<file path="config.mk">
export PLATFORM = sky130hd
export DESIGN_NAME = timer
export DESIGN_NICKNAME = d
export VERILOG_FILES = /design/src/hdl/soc_pkg.sv /design/src/hdl/timer.sv
export VERILOG_INCLUDE_DIRS = /design/src /design/src/include
export SDC_FILE = /design/constraint.sdc
export NUM_CORES = 1
export LEC_CHECK = 0
export ABC_CLOCK_PERIOD_IN_PS = 4600
export BUFFER_PORTS_ARGS = -buffer_cell sky130_fd_sc_hd__buf_2
export CAP_MARGIN = 20
export CORE_MARGIN = 2
export CORE_UTILIZATION = 42
export DETAILED_ROUTE_END_ITERATION = 6
export HOLD_SLACK_MARGIN = 0.02
export PLACE_DENSITY = 0.63
export SLEW_MARGIN = 20
export SYNTH_ARGS = -nofsm -noshare
export SYNTH_HDL_FRONTEND = slang
export SYNTH_SLANG_ARGS = --single-unit
</file>
<file path="constraint.sdc">
create_clock -name clk -period 4.6 [get_ports clk]
set_clock_uncertainty 0.05 [all_clocks]
set_input_delay 1.38 -clock clk [delete_from_list [all_inputs] [get_ports clk]]
set_output_delay 1.38 -clock clk [all_outputs]
set_load 0.05 [all_outputs]
</file>
<file path="src/include/soc_macros.svh">
`ifndef SOC_MACROS_SVH
`define SOC_MACROS_SVH

// bus widths
`define MEM_ADDR_W 32
`define MEM_DATA_W 32

// top address nibble picks the slave
`define SLAVE_SEL_HI 31
`define SLAVE_SEL_LO 28
`define SLAVE_ROM   4'h0
`define SLAVE_RAM   4'h1
`define SLAVE_TIMER 4'h2
`define SLAVE_GPIO  4'h3

// words per memory
`define ROM_DEPTH 256
`define RAM_DEPTH 256

`define GPIO_W 16

// addi x0, x0, 0 for fetch with nothing behind it
`define INST_NOP 32'h0000_0013

// register byte offsets inside a slave
`define TIMER_CTRL_OFS  32'h0000_0000
`define TIMER_COUNT_OFS 32'h0000_0004
`define TIMER_VALUE_OFS 32'h0000_0008
`define GPIO_OUT_OFS    32'h0000_0000
`define GPIO_IN_OFS     32'h0000_0004

`endif
</file>
<file path="src/hdl/soc_pkg.sv">
`default_nettype none

`include "soc_macros.svh"

package soc_pkg;

    // one bus data word
    typedef logic [`MEM_DATA_W-1:0] word_t;

    // byte address, select nibble on top
    typedef logic [`MEM_ADDR_W-1:0] addr_t;

    // owner of the bus this cycle
    typedef enum logic [1:0] {
        GRANT_EX   = 2'd0,
        GRANT_IFU  = 2'd1,
        GRANT_JTAG = 2'd2
    } grant_t;

endpackage

`default_nettype wire

</file>
<file path="src/hdl/timer.sv">
`timescale 1ns/1ns
`default_nettype none

`include "soc_macros.svh"

module timer
    import soc_pkg::*;
(
    input  wire        clk,
    input  wire        arst_n_i,
    input  wire addr_t addr_i,
    input  wire word_t wdata_i,
    input  wire        we_i,
    output word_t      rdata_o,
    output logic       int_o
);

    // ctrl bits: 0 enable, 1 irq enable, 2 pending
    logic  ctrl_en;
    logic  ctrl_ie;
    logic  pending;
    word_t count;
    word_t cmp_value;

    logic  ctrl_wr;
    logic  count_wr;
    logic  value_wr;
    logic  hit;

    assign ctrl_wr  = we_i && (addr_i == `TIMER_CTRL_OFS);
    assign count_wr = we_i && (addr_i == `TIMER_COUNT_OFS);
    assign value_wr = we_i && (addr_i == `TIMER_VALUE_OFS);

    // compare match only counts while running
    assign hit = ctrl_en && (count == cmp_value);

    always_ff @(posedge clk or negedge arst_n_i) begin
        if (!arst_n_i) begin
            ctrl_en   <= 1'b0;
            ctrl_ie   <= 1'b0;
            pending   <= 1'b0;
            count     <= '0;
            cmp_value <= '0;
        end else begin
            if (ctrl_wr) begin
                ctrl_en <= wdata_i[0];
                ctrl_ie <= wdata_i[1];
            end
            if (value_wr) begin
                cmp_value <= wdata_i;
            end
            // software load beats counting
            if (count_wr) begin
                count <= wdata_i;
            end else if (hit) begin
                count <= '0;
            end else if (ctrl_en) begin
                count <= count + 32'd1;
            end
            // new match wins over write-one-to-clear, no event lost
            if (hit) begin
                pending <= 1'b1;
            end else if (ctrl_wr && wdata_i[2]) begin
                pending <= 1'b0;
            end
        end
    end

    assign int_o = pending & ctrl_ie;

    always_comb begin
        case (addr_i)
            `TIMER_CTRL_OFS:  rdata_o = {{(`MEM_DATA_W-3){1'b0}}, pending, ctrl_ie, ctrl_en};
            `TIMER_COUNT_OFS: rdata_o = count;
            `TIMER_VALUE_OFS: rdata_o = cmp_value;
            default:          rdata_o = '0;
        endcase
    end

    // irq edge needs ie set and a match or ie write the cycle before
    assert property (@(posedge clk) disable iff (!arst_n_i)
        $rose(int_o) |-> ctrl_ie && $past(hit || (ctrl_wr && wdata_i[1])))
        else $error("timer: interrupt raised without cause");

endmodule

`default_nettype wire

</file>
* After elaboration in Yosys (flattened, before gate mapping)
Index checks and enable logic that the tools add are counted.
** Storage, ports and cells
- Bits in registers :: 67
- Word-level logic and storage cells :: 24
** Cells by class
- $add $sub $neg :: 1
- Mux-type cells :: 6
- Bitwise gates (word level) :: 1
- Reductions and logical operators :: 8
- Equality and inequality tests :: 3
** Operators with widths (count)
- two-way mux 32 bit :: 3
- one-hot mux 32 bit (3 select lines) :: 1
- adder 32 x 1 -> 32 bit, second input constant :: 1
- == test 32 x 3 -> 1 bit, second input constant :: 1
- == test 32 bit :: 1
- == test 32 x 4 -> 1 bit, second input constant :: 1
- zero test 32 bit :: 1
- logical AND 1 bit :: 5
- nonzero test 3 bit :: 1
- two-way mux 1 bit :: 2
- nonzero test 2 bit :: 1
- bitwise AND 1 bit :: 1

* Depth between registers and ports, before layout
- Word-level depth :: 5
- Gate-level depth with buffers :: 8
- Gate-level depth less buffers :: 7

* Worst setup path after synthesis
OpenSTA, ideal clock, no wires.
- Path type :: input -> output
- Start point :: input addr_i[26]
- End point :: output rdata_o[10]
- Path buffers :: 2
- Arrival :: 3.106 ns
- Stages :: 7
- Data required time :: 3.170 ns
- Slack :: 0.064 ns
- Cells stage by stage :: nor4_1 nand4_1 nor3_2 and2_2 buf_2 buf_4 a22o_1
** Between the ends
- Longest elaborated chain between the ends :: 2
- Elaborated cells on any way between the ends :: 4
- Classes of those cells :: 2 x eq/ne; 1 x mux; 1 x reduce/logical
** Ends and longest elaborated chain
- from (decl) :: RTL line timer.sv:11 : input wire addr_t addr_i,
- == test 32 x 4 -> 1 bit (tied with other cells) :: RTL line timer.sv:72 : case (addr_i)
- one-hot mux 32 bit (3 select lines) * :: RTL line timer.sv:72
- to (decl) :: RTL line timer.sv:14 : output word_t rdata_o,
Mark *: on every way between the ends. The rest lies on a longest branch, timed or not.

* Worst setup path in the final report
- Start point :: input addr_i[18]
- End point :: output rdata_o[19]
The elaborated chain is that of the path after synthesis.

==> key figures <==
Outcome
  – Status: complete, no violations

Worst setup path
  – Arr. time, crit path: slightly above 3 ns
  – Crit end category: output pin
  – Top delay family on crit path: simple AND/OR/NAND/NOR gates
  – CP Launch Type: input port
  – R2R setup slack: approximately 1.5 ns
  – Critical-path top delay cell: nor4_1
  – Worst path bufs/invs: 3
  – CP most frequent cell: buf_2
  – Origin of the critical flop-to-flop path: count[7]
  – Worst-path cell chain: buf_2, nor4_1, nand4_1, nor3_2, and2_2, buf_12, a22o_1, buf_2
  – Max Fanout on Critical Path: 20
  – FF-to-FF path depth: 6
  – WP data required: 3.17 ns
  – Critical path class: in2out
  – CP peak stage delay: a little under 0.3 ns
  – Crit Reg-Reg Endpoint: count[18]

Route
  – Vias per cell: ~5.7
  – Vias: approximately 4000
  – DRC Markers: 0
  – DR WL/cell: around 18 µm
  – Final WL: approximately 13000 µm
  – Drt pass-1 iters: 5
  – Initial DRC count: 278
  – Antenna viol nets, final: 0

Power
  – Leakage power: ~2.4 nW
  – Pwr dens: 229 nW/µm²
  – VDD IR-drop max: ~0.00016 V
  – Pwr Total: approximately 0.0012 W

Place
  – Port Buffer Count: 99
  – Final GP Congestion: between 0.8 and 0.9
  – Detailed-placement wirelength estimate: approximately 9200 µm
  – Placed cell areas: 5150 µm²
  – Pre-CTS setup slack: 0.115 ns

Min path
  – Hold WC Path Type: reg2reg
  – Hold EP: pending
  – Min-delay src: pending
  – Hold Path Depth: 1

Layout
  – Synthesis-to-layout area growth: 19.0%
  – Final instance area: about 5400 µm²
  – Number of diodes: 0
  – Number of fill cells: roughly 1000
  – Most frequent cells in the layout: buf_2, dfrtp_1, nand2_1
  – Fin util: a little over 50%
  – Layout cells sized above 1: between 30 and 40%
  – Nets: around 630
  – Most common cell after layout, fill and taps aside: buf_2

CTS
  – Clock Path Buffers: 2
  – Clock sink total: between 60 and 70
  – TritonCTS clock tree: done
  – Worst-Skew Late Latency: 0.36 ns
  – Clk root buf: clkbuf_8
  – Hold buffers post-CTS: 0
  – CTS clk-pin slew, worst paths: 0.07 ns
  – H-tree Lvls: 3
  – Num CTS Buffers: 9

Synth
  – Syn_nets: around 540
  – Asr flop ratio synth: 100%
  – Avg Cell Area, Syn: between 9 and 10 µm²
  – Syn. warnings: 0
  – Primary FF master, synth: dfrtp_1
  – EDFF count, synth: 0
  – Register area share after synthesis: 36.6%
  – Synth unique cells: 53
  – Cell area after synthesis: about 4600 µm²
  – Syn Inst Count: 474
  – Synthesized flop and latch total: 67

Global route
  – Total track usage: between 20 and 25%
  – Congestion Overflow GR: 0
  – Initial antenna violation count: 0
  – Largest net degree at the start of global routing: 44
  – Global-route wire length before repair: around 21000 µm
  – Vias in the first global route: about 4000

Timing
  – Fmax: about 220 MHz
  – Final hold slack: 0.449 ns
  – Pins over their slew limit: 0
  – Crit path time final: between 4 and 5 ns
  – Final period utilization: about 97%
  – Final setup violation count: 0
  – Fin. Hold Viols: 0
  – Least-Margin Pin Slew: 1.02 ns
  – Final WS setup: about 0.12 ns
  – Max_slew headroom: approximately a third

Floorplanning
  – IO Pins: 100
  – Die area: 11700 µm²
  – Initial Util: roughly 43%
  – # rows: 38
  – Die X: 108 µm
  – Die span in y: ~110 µm
  – Floorplan Core Area: 10700 µm²

Job
  – Max-Cap Viols: 0
-- cell families after synthesis --
family,count (synthesis),synth area share [%]
simple gates,186,23.5
fa+ha+maj,1,0.273
buf+inv,44,5.06
flops,67,36.6
xor+xnor,41,7.85
compound gates,98,15.1
mux,37,11.6
-- synth_stat cells, types with 3 or more instances --
master	count	area share, %
clkbuf_1	13	1.1
mux2_4	30	9.8
nor4_1	9	1.2
mux2_2	7	1.7
a22o_1	32	6.1
nand2_1	43	3.5
buf_4	6	0.98
o21ai_1	3	0.33
nor2b_1	5	0.68
nand3_1	21	2.3
and4_1	4	0.77
xnor2_1	35	6.7
o31ai_1	5	0.82
and2_1	6	0.82
dfrtp_1	67	37
xor2_1	6	1.1
or4b_1	4	0.87
a21oi_1	4	0.44
nor3_1	7	0.77
nand4b_1	5	0.96
nand4_1	22	3.0
nor2_1	34	2.8
buf_6	3	0.74
buf_2	15	1.6
inv_1	5	0.41
o21ai_0	15	1.6
nand3_2	4	0.87
a31oi_1	30	4.1
-- worst max path at each step --
stage	cells past startpoint	start	endpoint	slack, ns
5_1_grt	8	addr_i[9]	rdata_o[19]	-0.009
6_report	8	addr_i[18]	rdata_o[19]	0.12
2_1_floorplan	7	addr_i[26]	rdata_o[10]	0.06
3_5_place_dp	8	addr_i[0]	rdata_o[17]	0.11
3_3_place_gp	8	addr_i[18]	rdata_o[17]	0.17
4_1_cts	8	addr_i[0]	rdata_o[17]	0.11
-- per-layer routing --
| metal | GRT usage, % | part of all wire (%) |
|---|---|---|
| met5 | 0 | 0 |
| met4 | 9.43 | 1.7 |
| met1 | 30.2 | 46 |
| met2 | 37.6 | 47 |
| met3 | 2.95 | 5.1 |
-- timing repair --
item / 4_1_cts / 5_1_grt
setup buffers: 0 / 1
gates resized for setup: 0 / 17
endpoints found under the setup margin: 0 / 29
-- report_power, final --
part | total, W | switching, W | internal [W]
sequential | 0.000589 | 0.0000000201 | 0.000588
combinational | 0.0000515 | 0.0000281 | 0.0000234
clock | 0.000606 | 0.000247 | 0.000359
-- state kept, by name, summed over array words and instances, names as in the netlist --
signal     cells
ctrl_ie        1
pending        1
count         32
cmp_value     32
ctrl_en        1
-- cell type report --
cell class                 instances  area (µm²)  share of cell area (%)
inverter                           5        18.8                   0.345
multi-input combinational        363        2670                    49.0
tap                              140         175                    3.22
timing repair buffer             112         666                    12.2
clock buffer                       9         124                    2.27
sequential                        67        1680                    30.8
clock inverter                     7         116                    2.14
-- worst reg2reg max path: stages, from the launching register on --
cell	delay (ns)
dfrtp_1	0.49
xnor2_1	0.29
nand4_1	0.25
nor4_1	0.46
nand3_1	0.82
nand2_1	0.51
o21ai_0	0.14
-- through the flow --
stage	instances	TNS [ns]
detailed placement	686	0
floorplan	474	0
global placement	686	0
finish	703	0
global route	703	-0.0544
CTS	702	0
No activity file was read; power rests on OpenSTA's default activity.
