**src/include/soc_macros.svh**
```systemverilog
`ifndef SOC_MACROS_SVH
`define SOC_MACROS_SVH

// bus widths
`define MEM_ADDR_W 32
`define MEM_DATA_W 32

// top address nibble picks the slave
`define SLAVE_SEL_HI 31
`define SLAVE_SEL_LO 28
`define SLAVE_ROM   4'h0
`define SLAVE_RAM   4'h1
`define SLAVE_TIMER 4'h2
`define SLAVE_GPIO  4'h3

// words per memory
`define ROM_DEPTH 256
`define RAM_DEPTH 256

`define GPIO_W 16

// addi x0, x0, 0 for fetch with nothing behind it
`define INST_NOP 32'h0000_0013

// register byte offsets inside a slave
`define TIMER_CTRL_OFS  32'h0000_0000
`define TIMER_COUNT_OFS 32'h0000_0004
`define TIMER_VALUE_OFS 32'h0000_0008
`define GPIO_OUT_OFS    32'h0000_0000
`define GPIO_IN_OFS     32'h0000_0004

`endif
```
**src/hdl/soc_pkg.sv**
```systemverilog
`default_nettype none

`include "soc_macros.svh"

package soc_pkg;

    // one bus data word
    typedef logic [`MEM_DATA_W-1:0] word_t;

    // byte address, select nibble on top
    typedef logic [`MEM_ADDR_W-1:0] addr_t;

    // owner of the bus this cycle
    typedef enum logic [1:0] {
        GRANT_EX   = 2'd0,
        GRANT_IFU  = 2'd1,
        GRANT_JTAG = 2'd2
    } grant_t;

endpackage

`default_nettype wire

```
**src/hdl/sys_bus.sv**
```systemverilog
`timescale 1ns/1ns
`default_nettype none

`include "soc_macros.svh"

module sys_bus
    import soc_pkg::*;
(
    input  wire        clk,
    input  wire        arst_n_i,

    // execute stage
    input  wire addr_t ex_addr_i,
    input  wire word_t ex_wdata_i,
    output word_t      ex_rdata_o,
    input  wire        ex_req_i,
    input  wire        ex_we_i,

    // instruction fetch
    input  wire addr_t ifu_addr_i,
    input  wire word_t ifu_wdata_i,
    output word_t      ifu_rdata_o,
    input  wire        ifu_req_i,
    input  wire        ifu_we_i,

    // debug port
    input  wire addr_t jtag_addr_i,
    input  wire word_t jtag_wdata_i,
    output word_t      jtag_rdata_o,
    input  wire        jtag_req_i,
    input  wire        jtag_we_i,

    // rom
    output addr_t      s0_addr_o,
    output word_t      s0_wdata_o,
    input  wire word_t s0_rdata_i,
    output logic       s0_we_o,

    // ram
    output addr_t      s1_addr_o,
    output word_t      s1_wdata_o,
    input  wire word_t s1_rdata_i,
    output logic       s1_we_o,

    // timer
    output addr_t      s2_addr_o,
    output word_t      s2_wdata_o,
    input  wire word_t s2_rdata_i,
    output logic       s2_we_o,

    // gpio
    output addr_t      s3_addr_o,
    output word_t      s3_wdata_o,
    input  wire word_t s3_rdata_i,
    output logic       s3_we_o,

    output logic       hold_o
);

    localparam int SEL_W = `SLAVE_SEL_HI - `SLAVE_SEL_LO + 1;

    grant_t           grant;
    addr_t            m_addr;
    word_t            m_wdata;
    logic             m_we;
    logic [SEL_W-1:0] sel;
    addr_t            s_addr;
    word_t            s_rdata;
    logic             s_hit;

    // fixed priority ex > jtag > ifu
    // ifu owns the bus by default even without a request
    always_comb begin
        if (ex_req_i) begin
            grant = GRANT_EX;
        end else if (jtag_req_i) begin
            grant = GRANT_JTAG;
        end else begin
            grant = GRANT_IFU;
        end
    end

    // stall the pipeline whenever fetch loses the bus
    assign hold_o = (grant != GRANT_IFU);

    // pick the owning master's access
    always_comb begin
        case (grant)
            GRANT_EX: begin
                m_addr  = ex_addr_i;
                m_wdata = ex_wdata_i;
                m_we    = ex_we_i;
            end
            GRANT_JTAG: begin
                m_addr  = jtag_addr_i;
                m_wdata = jtag_wdata_i;
                m_we    = jtag_we_i;
            end
            default: begin
                m_addr  = ifu_addr_i;
                m_wdata = ifu_wdata_i;
                m_we    = ifu_we_i & ifu_req_i;
            end
        endcase
    end

    assign sel = m_addr[`SLAVE_SEL_HI:`SLAVE_SEL_LO];
    // slaves see the offset with the select nibble cleared
    assign s_addr = {{SEL_W{1'b0}}, m_addr[`SLAVE_SEL_LO-1:0]};

    // slave decode with unselected slaves idle at zero
    always_comb begin
        s0_addr_o  = '0;
        s0_wdata_o = '0;
        s0_we_o    = 1'b0;
        s1_addr_o  = '0;
        s1_wdata_o = '0;
        s1_we_o    = 1'b0;
        s2_addr_o  = '0;
        s2_wdata_o = '0;
        s2_we_o    = 1'b0;
        s3_addr_o  = '0;
        s3_wdata_o = '0;
        s3_we_o    = 1'b0;
        s_rdata    = '0;
        s_hit      = 1'b1;
        case (sel)
            `SLAVE_ROM: begin
                s0_addr_o  = s_addr;
                s0_wdata_o = m_wdata;
                s0_we_o    = m_we;
                s_rdata    = s0_rdata_i;
            end
            `SLAVE_RAM: begin
                s1_addr_o  = s_addr;
                s1_wdata_o = m_wdata;
                s1_we_o    = m_we;
                s_rdata    = s1_rdata_i;
            end
            `SLAVE_TIMER: begin
                s2_addr_o  = s_addr;
                s2_wdata_o = m_wdata;
                s2_we_o    = m_we;
                s_rdata    = s2_rdata_i;
            end
            `SLAVE_GPIO: begin
                s3_addr_o  = s_addr;
                s3_wdata_o = m_wdata;
                s3_we_o    = m_we;
                s_rdata    = s3_rdata_i;
            end
            // unmapped nibble reaches nothing
            default: s_hit = 1'b0;
        endcase
    end

    // read data back to the owner only
    always_comb begin
        ex_rdata_o   = '0;
        jtag_rdata_o = '0;
        ifu_rdata_o  = `INST_NOP;
        case (grant)
            GRANT_EX:   ex_rdata_o   = s_rdata;
            GRANT_JTAG: jtag_rdata_o = s_rdata;
            default: begin
                if (s_hit) begin
                    ifu_rdata_o = s_rdata;
                end
            end
        endcase
    end

    // a write never fans out to two slaves
    assert property (@(posedge clk) disable iff (!arst_n_i)
        $onehot0({s0_we_o, s1_we_o, s2_we_o, s3_we_o}))
        else $error("sys_bus: several slave write enables at once");

    // arbitration raises hold exactly on an ex or jtag request
    assert property (@(posedge clk) disable iff (!arst_n_i)
        hold_o == (ex_req_i || jtag_req_i))
        else $error("sys_bus: hold does not match arbitration");

endmodule

`default_nettype wire

```
**config.mk**
```make
export PLATFORM = sky130hd
export DESIGN_NAME = sys_bus
export DESIGN_NICKNAME = d
export VERILOG_FILES = /design/src/hdl/soc_pkg.sv /design/src/hdl/sys_bus.sv
export VERILOG_INCLUDE_DIRS = /design/src /design/src/include
export SDC_FILE = /design/constraint.sdc
export NUM_CORES = 1
export LEC_CHECK = 0
export ABC_AREA = 1
export BUFFER_PORTS_ARGS = -buffer_cell sky130_fd_sc_hd__buf_2
export CORE_AREA = 5 5 265 267
export DETAILED_ROUTE_END_ITERATION = 16
export DIE_AREA = 0 0 270 272
export GPL_TIMING_DRIVEN = 1
export MAX_ROUTING_LAYER = met4
export PLACE_DENSITY = 0.3
export SLEW_MARGIN = 20
export SYNTH_ARGS = -nofsm -noshare
export SYNTH_HDL_FRONTEND = slang
export SYNTH_SLANG_ARGS = --single-unit
```
**constraint.sdc**
```tcl
create_clock -name vclk -period 1.75
set_input_delay 0.0875 -clock vclk [all_inputs]
set_output_delay 0.0875 -clock vclk [all_outputs]
set_load 0.005 [all_outputs]
```
---- After elaboration in Yosys (flattened, before gate mapping) ----
Index checks and enable logic that the tools add are counted.
word-level totals
  latch bits .............................. 0
  input bits .............................. 328
  ROM bits ................................ 0
  memories ................................ 0
  flip-flop bits (word level) ............. 0
  output and inout bits ................... 357
  word-level logic and storage cells ...... 33
  RAM bits ................................ 0
cells by class
  shifts and indexed selects .............. 0
  multipliers ............................. 0
  reduce and logical (&&, ||, !) cells .... 4
  bitwise operators ....................... 1
  eq/ne operators ......................... 5
  add/sub/neg operators ................... 0
  order comparisons ....................... 0
  div/mod/pow operators ................... 0
  mux-type cells .......................... 23
operator list
  cell                                                  number
  two-way mux 32 bit                                    8
  case mux 32 bit (2 select lines)                      2
  case mux 32 bit (4 select lines)                      1
  two-way mux 28 bit                                    4
  equality test 4 x 2 -> 1 bit (second input constant)  2
  two-way mux 1 bit                                     5
  equality test 4 x 1 -> 1 bit (second input constant)  1
  logical NOT 4 bit                                     1
  two-way mux 2 bit                                     2
  OR reduction 4 bit                                    1
  equality test 2 bit (second input constant)           1
  logical NOT 2 bit                                     1
  != test 2 x 1 -> 1 bit (second input constant)        1
  case mux 1 bit (2 select lines)                       1
  OR reduction 2 bit                                    1
  AND 1 bit                                             1

---- Logic depth before layout (Yosys ltp) ----
  word-level depth ........................ 9
  mapped depth ............................ 11
  gate-level depth less buffers ........... 9

---- Worst setup path after synthesis ----
OpenSTA, ideal clock, no wires.
  path type ............................... input port to output port
  from .................................... input port ex_req_i
  to ...................................... output port ifu_rdata_o[0]
  stages .................................. 10
  required time ........................... 1.662 ns
  path buffers ............................ 2
  arrival time ............................ 1.126 ns
  slack ................................... 0.536 ns
  cells stage by stage .................... inv_2 > nand2_1 > nor2_1 > nor2_4 > buf_4 > buf_2 > nand4_1 > nand2_1 > nor2_1 > nand2_1
on the way
  word-level cells in the longest chain between the ends .. 8
  elaborated cells between the ends (all ways) .. 14
  those cells by class .................... 4 x eq/ne; 6 x mux; 4 x reduce/logical
ends and longest elaborated chain
  element                                                   line                           text
  start, declared                                           sys_bus.sv:16                  input wire ex_req_i,
  two-way mux 2 bit *                                       sys_bus.sv:74                  if (ex_req_i) begin
  equality test 2 bit or logical NOT 2 bit (tied branches)  sys_bus.sv:88, sys_bus.sv:162
  case mux 32 bit (2 select lines)                          sys_bus.sv:88                  case (grant)
  equality test 4 x 2 -> 1 bit (tied with other cells)      sys_bus.sv:127                 case (sel)
  OR reduction 4 bit (no line)                              -
  two-way mux 1 bit                                         sys_bus.sv:127
  two-way mux 32 bit                                        sys_bus.sv:166                 if (s_hit) begin
  two-way mux 32 bit *                                      sys_bus.sv:162                 case (grant)
  end, declared                                             sys_bus.sv:22                  output word_t ifu_rdata_o,
Mark *: on every way between the ends. The rest lies on a longest branch, timed or not.

---- Worst setup path in the final report ----
  from .................................... input port jtag_addr_i[30]
  to ...................................... output port s3_addr_o[1]
on the way
  word-level cells in the longest chain between the ends .. 3
ends and longest elaborated chain
  element                           line            text
  start, declared                   sys_bus.sv:27   input wire addr_t jtag_addr_i,
  case mux 32 bit (2 select lines)  sys_bus.sv:88
  equality test 4 x 2 -> 1 bit      sys_bus.sv:127
  two-way mux 28 bit                sys_bus.sv:127
  end, declared                     sys_bus.sv:52   output addr_t s3_addr_o,
Every way passes these cells.

==> flow_summary.rst <==
.. list-table::
   :header-rows: 1

   * - Metric
     - Value
   * - Relative slew slack
     - 43.5%
   * - Setup violators final
     - 24
   * - HPWL after DPL
     - a little over 40 mm
   * - Startpoint-to-endpoint class of the critical path
     - in2out
   * - Number of primary I/O pins
     - 685
   * - Count leader, synth
     - sky130_fd_sc_hd__nor2_1
   * - Number of antenna violations at the first check in global routing
     - 12
   * - Cell type contributing the most total cell area after synthesis
     - sky130_fd_sc_hd__nor2_1
   * - First-pass DRT Iterations
     - 5
   * - Post-Synthesis Cell Area
     - 3820 um2
   * - Final worst path period need
     - 1.79 ns
   * - Run status
     - complete, but fails checks
   * - Portion of the clock cycle consumed by the worst path in the final layout
     - 102%
   * - Vias in the first global route
     - 9013
   * - Pin count of the biggest net entering global routing
     - just over 60
   * - Wire length per cell after detailed routing
     - 20.1 um
   * - Number of standard cells after synthesis
     - roughly 800
   * - Area overhead of the layout relative to synthesis
     - 172%
   * - Worst Hold Path EP
     - s1_wdata_o[3]
   * - Max Cap Viol
     - 0
   * - Cell Count, Final, Fillers Out
     - approximately 2400
   * - Yosys warns
     - 0
   * - Commonest cells in the netlist
     - sky130_fd_sc_hd__nor2_1, sky130_fd_sc_hd__nand3_1, sky130_fd_sc_hd__nand2_1
   * - Total GRT Usage
     - 12.0%
   * - Worst Setup End Kind
     - output port
   * - Violated checks
     - setup timing
   * - Final routed wirelength across all metal layers
     - 48.9 mm
   * - Final Max Tran Viols
     - 0
   * - Critical path peak fanout
     - 35
   * - Slew @ Worst Pin
     - 0.845 ns
   * - Number of nets with antenna violations after detailed routing
     - 0
   * - Hold path depth
     - 4
   * - Register Area
     - 0 um2
   * - Distinct cells, synth
     - 20
   * - Final setup TNS
     - -0.505 ns
   * - Initial cell density of the core
     - 5.63%
   * - Data required time of the critical path
     - around 1.7 ns
   * - Total number of sequential cells
     - 0
   * - Layout cells sized above 1
     - 62.4%
   * - Die area
     - 73400 um2
   * - Unrepaired setup endpoints after global routing
     - yes
   * - Number of failing hold endpoints at the final stage
     - 0
   * - First-pass GRT wire length
     - 64.7 mm
   * - DRC viols
     - 0
   * - Portion of the post-synthesis area used by sequential elements
     - 0%
   * - Std-Cell Core Area
     - 67900 um2
   * - IO buf count
     - 667
   * - Final global-route overflow total
     - 0
   * - IR drop worst, VDD
     - 109 uV
   * - Die outline width
     - between 200 and 300 um
   * - Peak Freq
     - 559 MHz
   * - Post-Syn Area per Cell
     - 4.65 um2
   * - Number of clock buffer instances in the layout
     - 0
   * - Die height
     - 272 um
   * - Number of placement rows
     - 96
   * - Final GP Congestion
     - 0.959
   * - Via density
     - 3.65
   * - Type of element launching the critical path
     - primary input
   * - Top area cells in the synthesized netlist
     - sky130_fd_sc_hd__nor2_1, sky130_fd_sc_hd__nand3_1, sky130_fd_sc_hd__o21bai_1
   * - Via count of the routed design
     - 8896
   * - Power Dens Cells
     - 309 nW/um2
   * - Placed Cells incl. Taps
     - 2394
   * - Arrival time at the worst endpoint
     - between 1.5 and 2 ns
   * - Startpoint of the lowest-slack hold path
     - jtag_wdata_i[3]
   * - Static leakage power
     - 5.74 nW
   * - Area share of the largest cell type after synthesis
     - 36.6%
   * - Worst Slack Setup Final
     - -0.0380 ns
   * - Number of DRC markers after the initial detailed-route iteration
     - ~390
   * - Class of the most critical hold timing path
     - in2out
   * - Net total in the final layout
     - 1877
per-stage QoR:
step / utilization, % / hold WS [ns] / power (mW) / setup WS [ns] / instance area (um2)
2_1_floorplan: - / 0.372 / 1.03 / 0.536 / 3880
3_3_place_gp: 13.2 / 0.553 / 2.67 / -0.452 / 8990
3_5_place_dp: 13.2 / 0.566 / 2.67 / -0.481 / 8990
4_1_cts: 14.0 / 0.569 / 2.92 / 0.000893 / 9520
5_1_grt: 15.3 / 0.606 / 3.47 / -0.0886 / 10400
6_report: 15.3 / 0.569 / 3.22 / -0.0380 / 10400
power breakdown:
group | leakage, nW | total, mW | switching [mW] | internal [mW]
clock | 0.0000634 | 0.000000767 | 0 | 0.000000767
sequential | 0 | 0 | 0 | 0
combinational | 5.74 | 3.22 | 1.76 | 1.46
total | 5.74 | 3.22 | 1.76 | 1.46
layer usage:
metal	GRT usage, %	part of all wire, %	vias up
li1	-	-	4183
met1	14.3	41	4164
met2	21.3	50	511
met3	2.59	7.2	38
met4	1.41	1.4	0
met5	-	0	-
worst max-delay path, stage by stage:
cell and delay, ns:
sky130_fd_sc_hd__buf_6 0.10, sky130_fd_sc_hd__nor2_4 0.26, sky130_fd_sc_hd__nor2_4 0.07, sky130_fd_sc_hd__nor2_4 0.19
sky130_fd_sc_hd__buf_12 0.15, sky130_fd_sc_hd__buf_12 0.12, sky130_fd_sc_hd__buf_4 0.11, sky130_fd_sc_hd__nand2_4 0.06
sky130_fd_sc_hd__buf_12 0.16, sky130_fd_sc_hd__nor2_1 0.14, sky130_fd_sc_hd__buf_2 0.15
layout by cell type (no fill, tap or decap), types with 2 or more instances in the layout:
master                        n
sky130_fd_sc_hd__nand3_2     16
sky130_fd_sc_hd__buf_12      31
sky130_fd_sc_hd__buf_16       5
sky130_fd_sc_hd__nand2_4      7
sky130_fd_sc_hd__buf_4       77
sky130_fd_sc_hd__buf_8        7
sky130_fd_sc_hd__nand2_2     36
sky130_fd_sc_hd__nor2_2      47
sky130_fd_sc_hd__diode_2     10
sky130_fd_sc_hd__nand4_1     32
sky130_fd_sc_hd__nand3_1     82
sky130_fd_sc_hd__inv_2        2
sky130_fd_sc_hd__o21bai_1    59
sky130_fd_sc_hd__o22ai_1     58
sky130_fd_sc_hd__buf_2      659
sky130_fd_sc_hd__nor2_4      43
sky130_fd_sc_hd__clkbuf_16   10
sky130_fd_sc_hd__conb_1      16
sky130_fd_sc_hd__nor2_1     288
sky130_fd_sc_hd__nand2_1     39
sky130_fd_sc_hd__inv_1        6
sky130_fd_sc_hd__buf_6       18
sky130_fd_sc_hd__nand3_4      2
cell type report:
| type | instances | area [um2] |
|---|---|---|
| well taps | 882 | 1100 |
| fillers | 7986 | 57400 |
| multi-input cells | 731 | 4050 |
| diodes | 10 | 25.0 |
| repair buffers | 807 | 5190 |
| inverters | 9 | 41.3 |
cells by family after synthesis:
kind of cell	count (synthesis)	share of synthesized area, %
AO/OA/AOI/OAI	121	21.8
buffers and inverters	107	13.4
other	1	0.0981
AND/OR/NAND/NOR	594	64.6
repair_timing:
item / in CTS / in global routing
cloned: 3 / 14
buffers inserted: 15 / 7
pin swaps: 16 / 45
gates resized for setup: 100 / 152
endpoints found under the setup margin: 340 / 246
hold buffers: 0 / 0
worst max-delay path by stage:
stage,from,endpoint,slack (ns),cells past startpoint
after floorplan,ex_req_i,ifu_rdata_o[0],0.54,10
after global placement,jtag_addr_i[30],jtag_rdata_o[4],-0.45,12
after detailed placement,jtag_addr_i[30],ifu_rdata_o[8],-0.48,12
after CTS,ex_req_i,s0_wdata_o[22],0.0009,11
after global routing,jtag_addr_i[30],s3_wdata_o[25],-0.09,11
final,jtag_addr_i[30],s3_addr_o[1],-0.04,11
Note: power is estimated with default switching activity, not from simulation.
