--- config.mk ---
export PLATFORM = sky130hd
export DESIGN_NAME = gpio
export DESIGN_NICKNAME = d
export VERILOG_FILES = /design/src/hdl/soc_pkg.sv /design/src/hdl/gpio.sv
export VERILOG_INCLUDE_DIRS = /design/src /design/src/include
export SDC_FILE = /design/constraint.sdc
export NUM_CORES = 1
export LEC_CHECK = 0
export BUFFER_PORTS_ARGS = -buffer_cell sky130_fd_sc_hd__clkbuf_2
export CAP_MARGIN = 10
export CORE_UTILIZATION = 40
export CTS_CLUSTER_SIZE = 16
export DETAILED_ROUTE_END_ITERATION = 12
export PLACE_DENSITY = 0.79
export SLEW_MARGIN = 10
export SYNTH_ARGS = -nofsm -noshare
export SYNTH_HDL_FRONTEND = slang
export SYNTH_SLANG_ARGS = --single-unit
--- constraint.sdc ---
create_clock -name clk -period 2.3 [get_ports clk]
set_clock_uncertainty 0.05 [all_clocks]
set_input_delay 0.345 -clock clk [delete_from_list [all_inputs] [get_ports clk]]
set_output_delay 0.345 -clock clk [all_outputs]
set_load 0.005 [all_outputs]
--- src/include/soc_macros.svh ---
`ifndef SOC_MACROS_SVH
`define SOC_MACROS_SVH

// bus widths
`define MEM_ADDR_W 32
`define MEM_DATA_W 32

// top address nibble picks the slave
`define SLAVE_SEL_HI 31
`define SLAVE_SEL_LO 28
`define SLAVE_ROM   4'h0
`define SLAVE_RAM   4'h1
`define SLAVE_TIMER 4'h2
`define SLAVE_GPIO  4'h3

// words per memory
`define ROM_DEPTH 256
`define RAM_DEPTH 256

`define GPIO_W 16

// addi x0, x0, 0 for fetch with nothing behind it
`define INST_NOP 32'h0000_0013

// register byte offsets inside a slave
`define TIMER_CTRL_OFS  32'h0000_0000
`define TIMER_COUNT_OFS 32'h0000_0004
`define TIMER_VALUE_OFS 32'h0000_0008
`define GPIO_OUT_OFS    32'h0000_0000
`define GPIO_IN_OFS     32'h0000_0004

`endif
--- src/hdl/soc_pkg.sv ---
`default_nettype none

`include "soc_macros.svh"

package soc_pkg;

    // one bus data word
    typedef logic [`MEM_DATA_W-1:0] word_t;

    // byte address, select nibble on top
    typedef logic [`MEM_ADDR_W-1:0] addr_t;

    // owner of the bus this cycle
    typedef enum logic [1:0] {
        GRANT_EX   = 2'd0,
        GRANT_IFU  = 2'd1,
        GRANT_JTAG = 2'd2
    } grant_t;

endpackage

`default_nettype wire

--- src/hdl/gpio.sv ---
`timescale 1ns/1ns
`default_nettype none

`include "soc_macros.svh"

module gpio
    import soc_pkg::*;
(
    input  wire                clk,
    input  wire                arst_n_i,
    input  wire addr_t         addr_i,
    input  wire word_t         wdata_i,
    input  wire                we_i,
    output word_t              rdata_o,
    input  wire [`GPIO_W-1:0]  gpio_i,
    output logic [`GPIO_W-1:0] gpio_o
);

    logic [`GPIO_W-1:0] out_q;
    // first stage may go metastable
    logic [`GPIO_W-1:0] sync_q;
    // input register, two edges behind the pins
    logic [`GPIO_W-1:0] in_q;

    always_ff @(posedge clk or negedge arst_n_i) begin
        if (!arst_n_i) begin
            out_q <= '0;
        end else if (we_i && (addr_i == `GPIO_OUT_OFS)) begin
            out_q <= wdata_i[`GPIO_W-1:0];
        end
    end

    always_ff @(posedge clk or negedge arst_n_i) begin
        if (!arst_n_i) begin
            sync_q <= '0;
            in_q   <= '0;
        end else begin
            sync_q <= gpio_i;
            in_q   <= sync_q;
        end
    end

    assign gpio_o = out_q;

    // input offset is read only
    always_comb begin
        case (addr_i)
            `GPIO_OUT_OFS: rdata_o = {{(`MEM_DATA_W-`GPIO_W){1'b0}}, out_q};
            `GPIO_IN_OFS:  rdata_o = {{(`MEM_DATA_W-`GPIO_W){1'b0}}, in_q};
            default:       rdata_o = '0;
        endcase
    end

endmodule

`default_nettype wire

Yosys cells after proc, flatten, opt, wreduce, memory -nomap -nowiden --
Cells that the tools add are included.
Cells by class: multiplexer cells 1, reductions and logical operators 2, eq/ne operators 1
Operator list (count):
- == test 32 x 3 -> 1 bit (second input constant) | 1
- zero test 32 bit | 1
- case mux 16 bit (2 select lines) | 1
- logical AND 1 bit | 1
Word-level totals: register bits 48, output and inout bits 48, bits of input ports 83, logic and storage cells 7

Depth between registers and ports, before layout --
Gate-level depths: netlist of run 1.
depth after elaboration 2, gate-level depth with buffers 6, depth with buffers taken out 4

Least setup slack after synthesis of run 1 --
No wires, ideal clock.
path type in2out, from input port addr_i[14], to output port rdata_o[10], arrival 1.539 ns, setup slack 0.366 ns, stages 6, path buffers 2, data required time 1.905 ns, path through nor4_1 nand4_1 or2_2 clkbuf_1 buf_2 nor2_1
On the way: word-level cells in the longest chain between the ends 2, elaborated cells between the ends (all ways) 3, classes of those cells eq/ne (1); mux (1); reduce/logical (1)
Ends and longest elaborated chain:
- start, declared | line gpio.sv:11 | input wire addr_t addr_i,
- == test 32 x 3 -> 1 bit or zero test 32 bit (tied branches) | line gpio.sv:47 | case (addr_i)
- case mux 16 bit (2 select lines) (*) | line gpio.sv:47
- end, declared | line gpio.sv:14 | output word_t rdata_o,
Every way passes the cells marked *; elsewhere a longest branch is shown, timed or not.

Worst setup path in the final report of run 1 --
from input port addr_i[13], to output port rdata_o[9]
The elaborated chain is that of the path after synthesis.

==> impl_metrics.yaml, run 1 <==
outcome:
  status: "finished, final reports clean"
worst_setup_path:
  r2r_cells: 1
  worst_ep_arrival_time_ns: 1.77
  path_class: "input port to primary output"
  cpMostUsedCell: "clkbuf_2"
  worstPathCellList: "clkbuf_2 > nor4_1 > nand4_1 > or2_2 > nor2_1 > clkbuf_2"
  cp-startpoint: "addr_i[13]"
  critPathRequiredTime_ns: 1.90
  cp_slowest_cell: "or2_2"
  cp_slowest_stage_delay_ns: 0.49
  reg2reg_from: "gpio_o[7]"
  worstSetupStartpointType: "input port"
  endpoint_kind: "primary output"
  crit_path_max_fanout: 16
placed_design:
  numPortBuffers: 98
  dp_hpwl_um: 3019
  place_congestion: 0.7579
  dpl.cell_count: 280
clock_network:
  ctsLongestPathBuffers: 2
  postCtsSetupBuffers: 0
  hold_buffers: 0
  tritoncts: "yes"
  cts_resized: 0
  cts.htree.levels: 2
  path_clk_slew_ns: 0.08
  clock_latency_ns: 0.29
  ctsRootBufferMaster: "clkbuf_8"
  cts_sinks: 48
  numCtsBuffers: 5
sta:
  fmax_mhz: 462.9
  period_needed_ns: 2.160
  fin_setup_tns_ns: 0
  min_period_over_period_pct: 93.93
  slew_headroom_pct: 61.53
  hold_viol_final: 0
  holdWs_ns: 0.07819
  setup_viol_count_final: 0
  drv_slew: 0
  tightest_slew_ns: 0.5771
  grt_setup_unrepaired: "false"
final_layout:
  layout-drive-gt1-share_pct: 54.47
  fin_cells: 287
  antenna_cells: 0
  area_delta_synth_final_pct: 32.14
  finalNetCount: 318
power:
  p_per_area_nw_per_um2: 613.0
  peakVddDrop_uv: 449.9
  p_leak_nw: 1.351
drt:
  first_pass_iters: 4
  drcViolationCount: 0
  avgViaCountPerCell: 4.690
  drt-initial-drc-count: 30
  wl_per_cell_um: 13.28
  vias: 1346
  ant_nets: 0
  routed_wl_um: 3812
synth:
  syn_area_per_cell_um2: 14.12
  yosysWarnings: 0
  synth.cell_area_um2: 1849
  seq_area_frac_synth_pct: 64.95
  synthCells: 131
  ys_types: 15
  ys_seq_elements: 48
die:
  core-area_um2: 4384
  die_w_um: 70.00
  die_h_um: 70.00
  rows: 24
  initial_core_util_pct: 42.18
  pin_count: 131
  fp.dieArea_um2: 4899
min_path:
  hold_path_class: "input port to async pin"
global_route:
  grt_use_total_pct: 15.99
  grt_pass1_wl_um: 5954
  grt.overflow.total: 0
  antenna_found_initial: 0
  grt_pass1_vias: 1354
  grt_max_degree: 49
job:
  cap_violations: 0
path summary, 6_finish.rpt:
kind,to,slack (ns)
min in group clk,sync_q[6],0.11
setup reg to reg,gpio_o[7],1.47
max in group asynchronous,sync_q[3],1.72
setup / recovery,rdata_o[9],0.14
hold / removal,sync_q[8],0.08
hold reg to reg,in_q[3],0.30
layout make-up:
type | count | area (µm²)
inverter | 1 | 3.754
timing repair buffer | 103 | 528.0
multi-input combinational | 76 | 549.3
clock buffer | 7 | 96.34
tap | 52 | 65.06
fill | 378 | 1941
sequential | 48 | 1201
report_power, final:
group | switching [mW] | internal (mW) | total, mW | leakage (nW)
Sequential | 0.00743 | 0.871 | 0.879 | 0.597
Clock | 0.247 | 0.267 | 0.514 | 0.0503
Combinational | 0.0508 | 0.0539 | 0.105 | 0.704
cells by family after synthesis:
kind of cell,share of synthesized area (%)
multiplexers,18.40
other,0.2028
flip-flops,64.95
AND/OR/NAND/NOR,8.051
buffers and inverters,8.389
through the flow:
step	instance area (µm²)	setup WS, ns	utilization (%)	power, mW
detailed placement	2347	0.1628	53.54	1.003
global route	2444	0.07682	55.74	1.564
CTS	2444	0.1487	55.74	1.519
floorplan	1906	0.3661	-	0.9436
finish	2444	0.1396	55.74	1.498
global placement	2347	0.1442	53.54	1.000
Yosys cell counts (all sizes together):
master | count | share of area (%)
conb | 1 | 0.20
nand4 | 2 | 0.68
mux2 | 16 | 9.7
nor3 | 1 | 0.27
or2 | 1 | 0.34
nor2 | 16 | 3.2
mux2i | 16 | 8.7
inv | 1 | 0.20
nor4 | 8 | 3.5
clkbuf | 2 | 0.41
buf | 19 | 7.8
dfrtp | 48 | 65
state kept, by name (all words and copies together) (netlist names):
| name | flops |
|---|---|
| gpio_o | 16 |
| in_q | 16 |
| sync_q | 16 |
placed cells by master, fill, tap and decap left out, drive strengths merged:
master,count
mux2i,16
nand4,2
inv,1
nor4,8
clkbuf,105
conb,16
or2,1
buf,5
nor2,16
mux2,16
nor3,1
dfrtp,48
layer usage:
metal | part of all wire, % | vias up | global-route usage (%) | wire (µm)
met5 | 0 | - | 0 | 0
li1 | - | 622 | - | -
met1 | 36 | 645 | 17.04 | 1390
met2 | 55 | 73 | 30.34 | 2086
met3 | 7.2 | 6 | 3.608 | 276
met4 | 1.5 | 0 | 6.000 | 58
critical path, delay by kind of cell:
kind / cells / cell delay [ns]
and+or+nand+nor: 4 / 1.20
buffers and inverters: 2 / 0.22
Power figures use the tool's default switching activity.
==> run 2: changes to the inputs <==
- PLACE_DENSITY: 0.79 -> unset
- PLACE_DENSITY_LB_ADDON: unset -> 0.1
==> run 2 against run 1 <==
Compared with the run above:
- count of clock-buffer cells in the layout up 1
- sequential cell count is the same
- clock power shrank 4.3%
- critical path depth did not move
- sequential share of layout area is 0.43 points higher
- die area unchanged
- worst setup slack better by 0.044 ns
- combinational power about the same
- via count down 4.4%
- register-to-register slack is essentially flat
- critical endpoint is now rdata_o[13]
- design area decreased by 0.87%
- largest cell class unchanged
- non-clock buffer count fell by 2
==> impl_metrics.yaml, run 2 (same netlist as run 1, synthesis figures left out) <==
outcome:
  status: "finished, final reports clean"
final_layout:
  antenna_cells: 0
  final_common_cell: "clkbuf_2"
  layout-drive-gt1-share_pct: 53.42
  area_delta_synth_final_pct: 30.99
  postLayoutCellArea_um2: 2422
  fin_cells: 286
  final_cell_mix: "clkbuf_2 (98), dfrtp_1 (48)"
  finalNetCount: 316
worst_setup_path:
  path_class: "input port to primary output"
  critPathRequiredTime_ns: 1.90
  crit_buf_inv: 2
  worst_ep_arrival_time_ns: 1.72
  cp.depth: 6
  worstSetupStartpointType: "input port"
  endpoint_kind: "primary output"
  reg2reg_from: "gpio_o[8]"
  cp-startpoint: "addr_i[5]"
  r2r_cells: 1
  critical_path.top_delay_family: "simple AND/OR/NAND/NOR gates"
  cp_slowest_cell: "or2_2"
  cp_slowest_stage_delay_ns: 0.50
  cp-endpoint: "rdata_o[13]"
  cpMostUsedCell: "clkbuf_2"
  worstPathCellList: "clkbuf_2 > nor4_1 > nand4_1 > or2_2 > nor2_1 > clkbuf_2"
  r2r_end: "gpio_o[8]"
  r2r_setup_slack_ns: 1.47
  crit_path_max_fanout: 16
sta:
  period_needed_ns: 2.116
  slew_headroom_pct: 57.27
  tightest_slew_ns: 0.6410
  setup_viol_count_final: 0
  layout_setup_ws_ns: 0.1841
  fin_setup_tns_ns: 0
  fmax_mhz: 472.6
  drv_slew: 0
  hold_viol_final: 0
  grt_setup_unrepaired: "false"
  min_period_over_period_pct: 92.00
clock_network:
  cts_resized: 0
  path_clk_slew_ns: 0.07
  hold_buffers: 0
  tritoncts: "yes"
  ctsRootBufferMaster: "clkbuf_8"
  cts_sinks: 48
  postCtsSetupBuffers: 0
  cts.htree.levels: 2
  ctsLongestPathBuffers: 2
  clock_latency_ns: 0.29
  numCtsBuffers: 5
die:
  fp.dieArea_um2: 4899
  die_h_um: 70.00
  pin_count: 131
  die_w_um: 70.00
  core-area_um2: 4384
  initial_core_util_pct: 42.18
  rows: 24
drt:
  avgViaCountPerCell: 4.500
  routed_wl_um: 3597
  drcViolationCount: 0
  vias: 1287
  first_pass_iters: 3
  ant_nets: 0
  wl_per_cell_um: 12.58
  drt-initial-drc-count: 26
placed_design:
  dpl.cell_count: 278
  numPortBuffers: 98
  placed_cell_area_um2: 2332
  place_congestion: 0.7359
  dp_hpwl_um: 2789
  pre_cts_ws_ns: 0.1687
global_route:
  grt.overflow.total: 0
  grt_use_total_pct: 14.91
  grt_pass1_wl_um: 5575
  grt_max_degree: 28
  antenna_found_initial: 0
  grt_pass1_vias: 1242
job:
  cap_violations: 0
min_path:
  hold_path_class: "input port to async pin"
power:
  p_per_area_nw_per_um2: 608.5
  peakVddDrop_uv: 410.0
  p_leak_nw: 1.336
  finalPower_mw: 1.474
[run 2: changes by cell type in the layout (fill, tap and decap cells not counted)]
cell	delta
clkbuf_1	+2
buf_4	-2
clkbuf_8	-1
[run 2: stage by stage]
| stage | utilization [%] | hold slack (ns) |
|---|---|---|
| 2_1_floorplan | - | -0.0005911 |
| 3_3_place_gp | 53.20 | 0.2817 |
| 3_5_place_dp | 53.20 | 0.2847 |
| 4_1_cts | 55.25 | 0.03117 |
| 5_1_grt | 55.25 | 0.05952 |
| 6_report | 55.25 | 0.01448 |
[run 2: worst min path at each step]
stage | end | cells after the start
floorplan | gpio_o[0] | 0
global placement | in_q[14] | 0
detailed placement | in_q[3] | 0
CTS | sync_q[6] | 1
global route | sync_q[8] | 1
finish | gpio_o[8] | 1
[run 2: final cells by class]
class	count	area, µm²
fillers	400	1962
flip-flops and latches	48	1201
multi-input cells	76	549.3
repair buffers	101	513.0
clock buffers	8	90.09
well taps	52	65.06
inverters	1	3.754
[run 2: per-layer routing]
| metal | wire, µm | share of wire [%] | global-route usage, % | vias up |
|---|---|---|---|---|
| li1 | - | - | - | 613 |
| met1 | 1312 | 36 | 15.93 | 592 |
| met2 | 1920 | 53 | 27.03 | 77 |
| met3 | 331 | 9.2 | 5.628 | 5 |
| met4 | 34 | 0.95 | 4.667 | 0 |
| met5 | 0 | 0 | 0 | - |
[run 2: where the power goes]
group	internal [mW]	leakage [nW]	switching, mW	total [mW]
registers	0.871	0.597	0.00710	0.878
clock network	0.245	0.0455	0.247	0.492
logic	0.0537	0.694	0.0494	0.103
total	1.17	1.34	0.304	1.47
==> run 3: changes to the inputs <==
- clock period: 2.3 -> 2 ns (I/O delays scaled with it)
==> run 3 against run 2 <==
Compared with the run above:
- critical path depth stayed put
- utilization grew 1.7 points
- design area grew 3.2%
- combinational power increased by 19%
- clock power up 51%
- count of clock-buffer cells in the layout fell by 1
- routed wire length is 1.7% higher
- die area unchanged
- sequential share of layout area decreased by 1.5 points
- via count increased by 4.3%
- worst hold slack improved by 0.039 ns
- critical endpoint is now rdata_o[8]
==> impl_metrics.yaml, run 3 (same netlist as run 1, synthesis figures left out) <==
outcome:
  status: "finished, final reports clean"
clock_network:
  cts.htree.levels: 2
  ctsRootBufferMaster: "clkbuf_8"
  path_clk_slew_ns: 0.08
  ctsLongestPathBuffers: 2
  cts_sinks: 48
  tritoncts: "yes"
  clock_latency_ns: 0.29
  numCtsBuffers: 5
sta:
  slew_headroom_pct: 61.86
  drv_slew: 0
  fin_setup_tns_ns: 0
  grt_setup_unrepaired: "false"
  holdWs_ns: 0.05342
  fmax_mhz: 537.4
  period_needed_ns: 1.861
  hold_viol_final: 0
  setup_viol_count_final: 0
  min_period_over_period_pct: 93.04
  tightest_slew_ns: 0.5721
placed_design:
  placed_cell_area_um2: 2360
  place_congestion: 0.7212
  numPortBuffers: 98
  dpl.cell_count: 280
  dp_hpwl_um: 2885
drt:
  routed_wl_um: 3657
  wl_per_cell_um: 12.65
  drt-initial-drc-count: 11
  first_pass_iters: 2
  vias: 1342
  avgViaCountPerCell: 4.644
  ant_nets: 0
  drcViolationCount: 0
global_route:
  grt.overflow.total: 0
  antenna_found_initial: 0
  grt_pass1_vias: 1306
  grt_pass1_wl_um: 5747
  grt_max_degree: 27
  grt_use_total_pct: 15.38
  grtUsageMet2_pct: 28.42
  grt_util_met3_pct: 4.185
  grt_util_met1_pct: 16.22
  busiest_layer: "met2"
min_path:
  whs_path_depth: 1
  hold_path_class: "input port to register"
power:
  peakVddDrop_uv: 596.7
  p_per_area_nw_per_um2: 751.8
  p_leak_nw: 1.375
die:
  pin_count: 131
  die_h_um: 70.00
  rows: 24
  fp.dieArea_um2: 4899
  die_w_um: 70.00
  initial_core_util_pct: 42.18
  core-area_um2: 4384
final_layout:
  fillCellCount: 366
  antenna_cells: 0
  postLayoutCellArea_um2: 2499
  final_common_cell: "clkbuf_2"
  fin_cells: 289
  final_cell_mix: "clkbuf_2 (98), dfrtp_1 (48)"
  finalNetCount: 319
  area_delta_synth_final_pct: 35.12
  final_util_pct: 56.99
  layout-drive-gt1-share_pct: 54.43
worst_setup_path:
  worstSetupStartpointType: "input port"
  critPathRequiredTime_ns: 1.65
  crit_path_max_fanout: 16
  endpoint_kind: "primary output"
  worst_ep_arrival_time_ns: 1.51
  r2r_cells: 1
  path_class: "input port to primary output"
job:
  cap_violations: 0
-- run 3: path summary, 6_finish.rpt --
path                       startpoint    endpoint  slack (ns)
setup / recovery           addr_i[18]  rdata_o[8]        0.14
max in group asynchronous    arst_n_i   sync_q[2]        0.90
min in group asynchronous    arst_n_i   sync_q[9]        0.48
hold / removal             gpio_i[12]  sync_q[12]        0.05
setup reg to reg           gpio_o[13]  gpio_o[13]        1.16
hold reg to reg            sync_q[14]    in_q[14]        0.30
-- run 3: through the flow --
step | setup slack (ns) | total power [mW]
after CTS | 0.1066 | 1.900
after detailed placement | -0.04082 | 1.155
final | 0.1392 | 1.879
after floorplan | 0.1561 | 1.085
after global routing | 0.002039 | 1.950
after global placement | -0.02716 | 1.150
-- run 3: where the power goes --
| part | internal [mW] | total (mW) | switching [mW] |
|---|---|---|---|
| clock network | 0.441 | 0.745 | 0.304 |
| logic | 0.0658 | 0.123 | 0.0577 |
| registers | 1.00 | 1.01 | 0.00848 |
-- run 3: layer usage --
| metal | routed length [µm] | vias up |
|---|---|---|
| met5 | 0 | - |
| met4 | 57 | 0 |
| met3 | 303 | 6 |
| met2 | 1943 | 77 |
| met1 | 1352 | 637 |
| li1 | - | 622 |
-- run 3: critical path, stage by stage --
cell	delay (ns)
clkbuf_2	0.09
nor4_1	0.28
nand4_1	0.21
or2_4	0.37
nor2_1	0.15
clkbuf_2	0.12
-- run 3: layout make-up --
type,instances,area (µm²),area share [%]
clock buffer,7,96.34,3.856
tap,52,65.06,2.604
timing repair buffer,104,550.5,22.03
clock inverter,1,30.03,1.202
multi-input combinational,76,551.8,22.08
inverter,1,3.754,0.1502
sequential,48,1201,48.07
-- run 3: timing repair --
action / in CTS / in global routing
gates resized for setup: 1 / 0
hold buffers: 1 / 0
pin swaps: 0 / 1
endpoints found under the hold margin: 22 / 0
endpoints found under the setup margin: 10 / 10
buffers inserted: 0 / 0
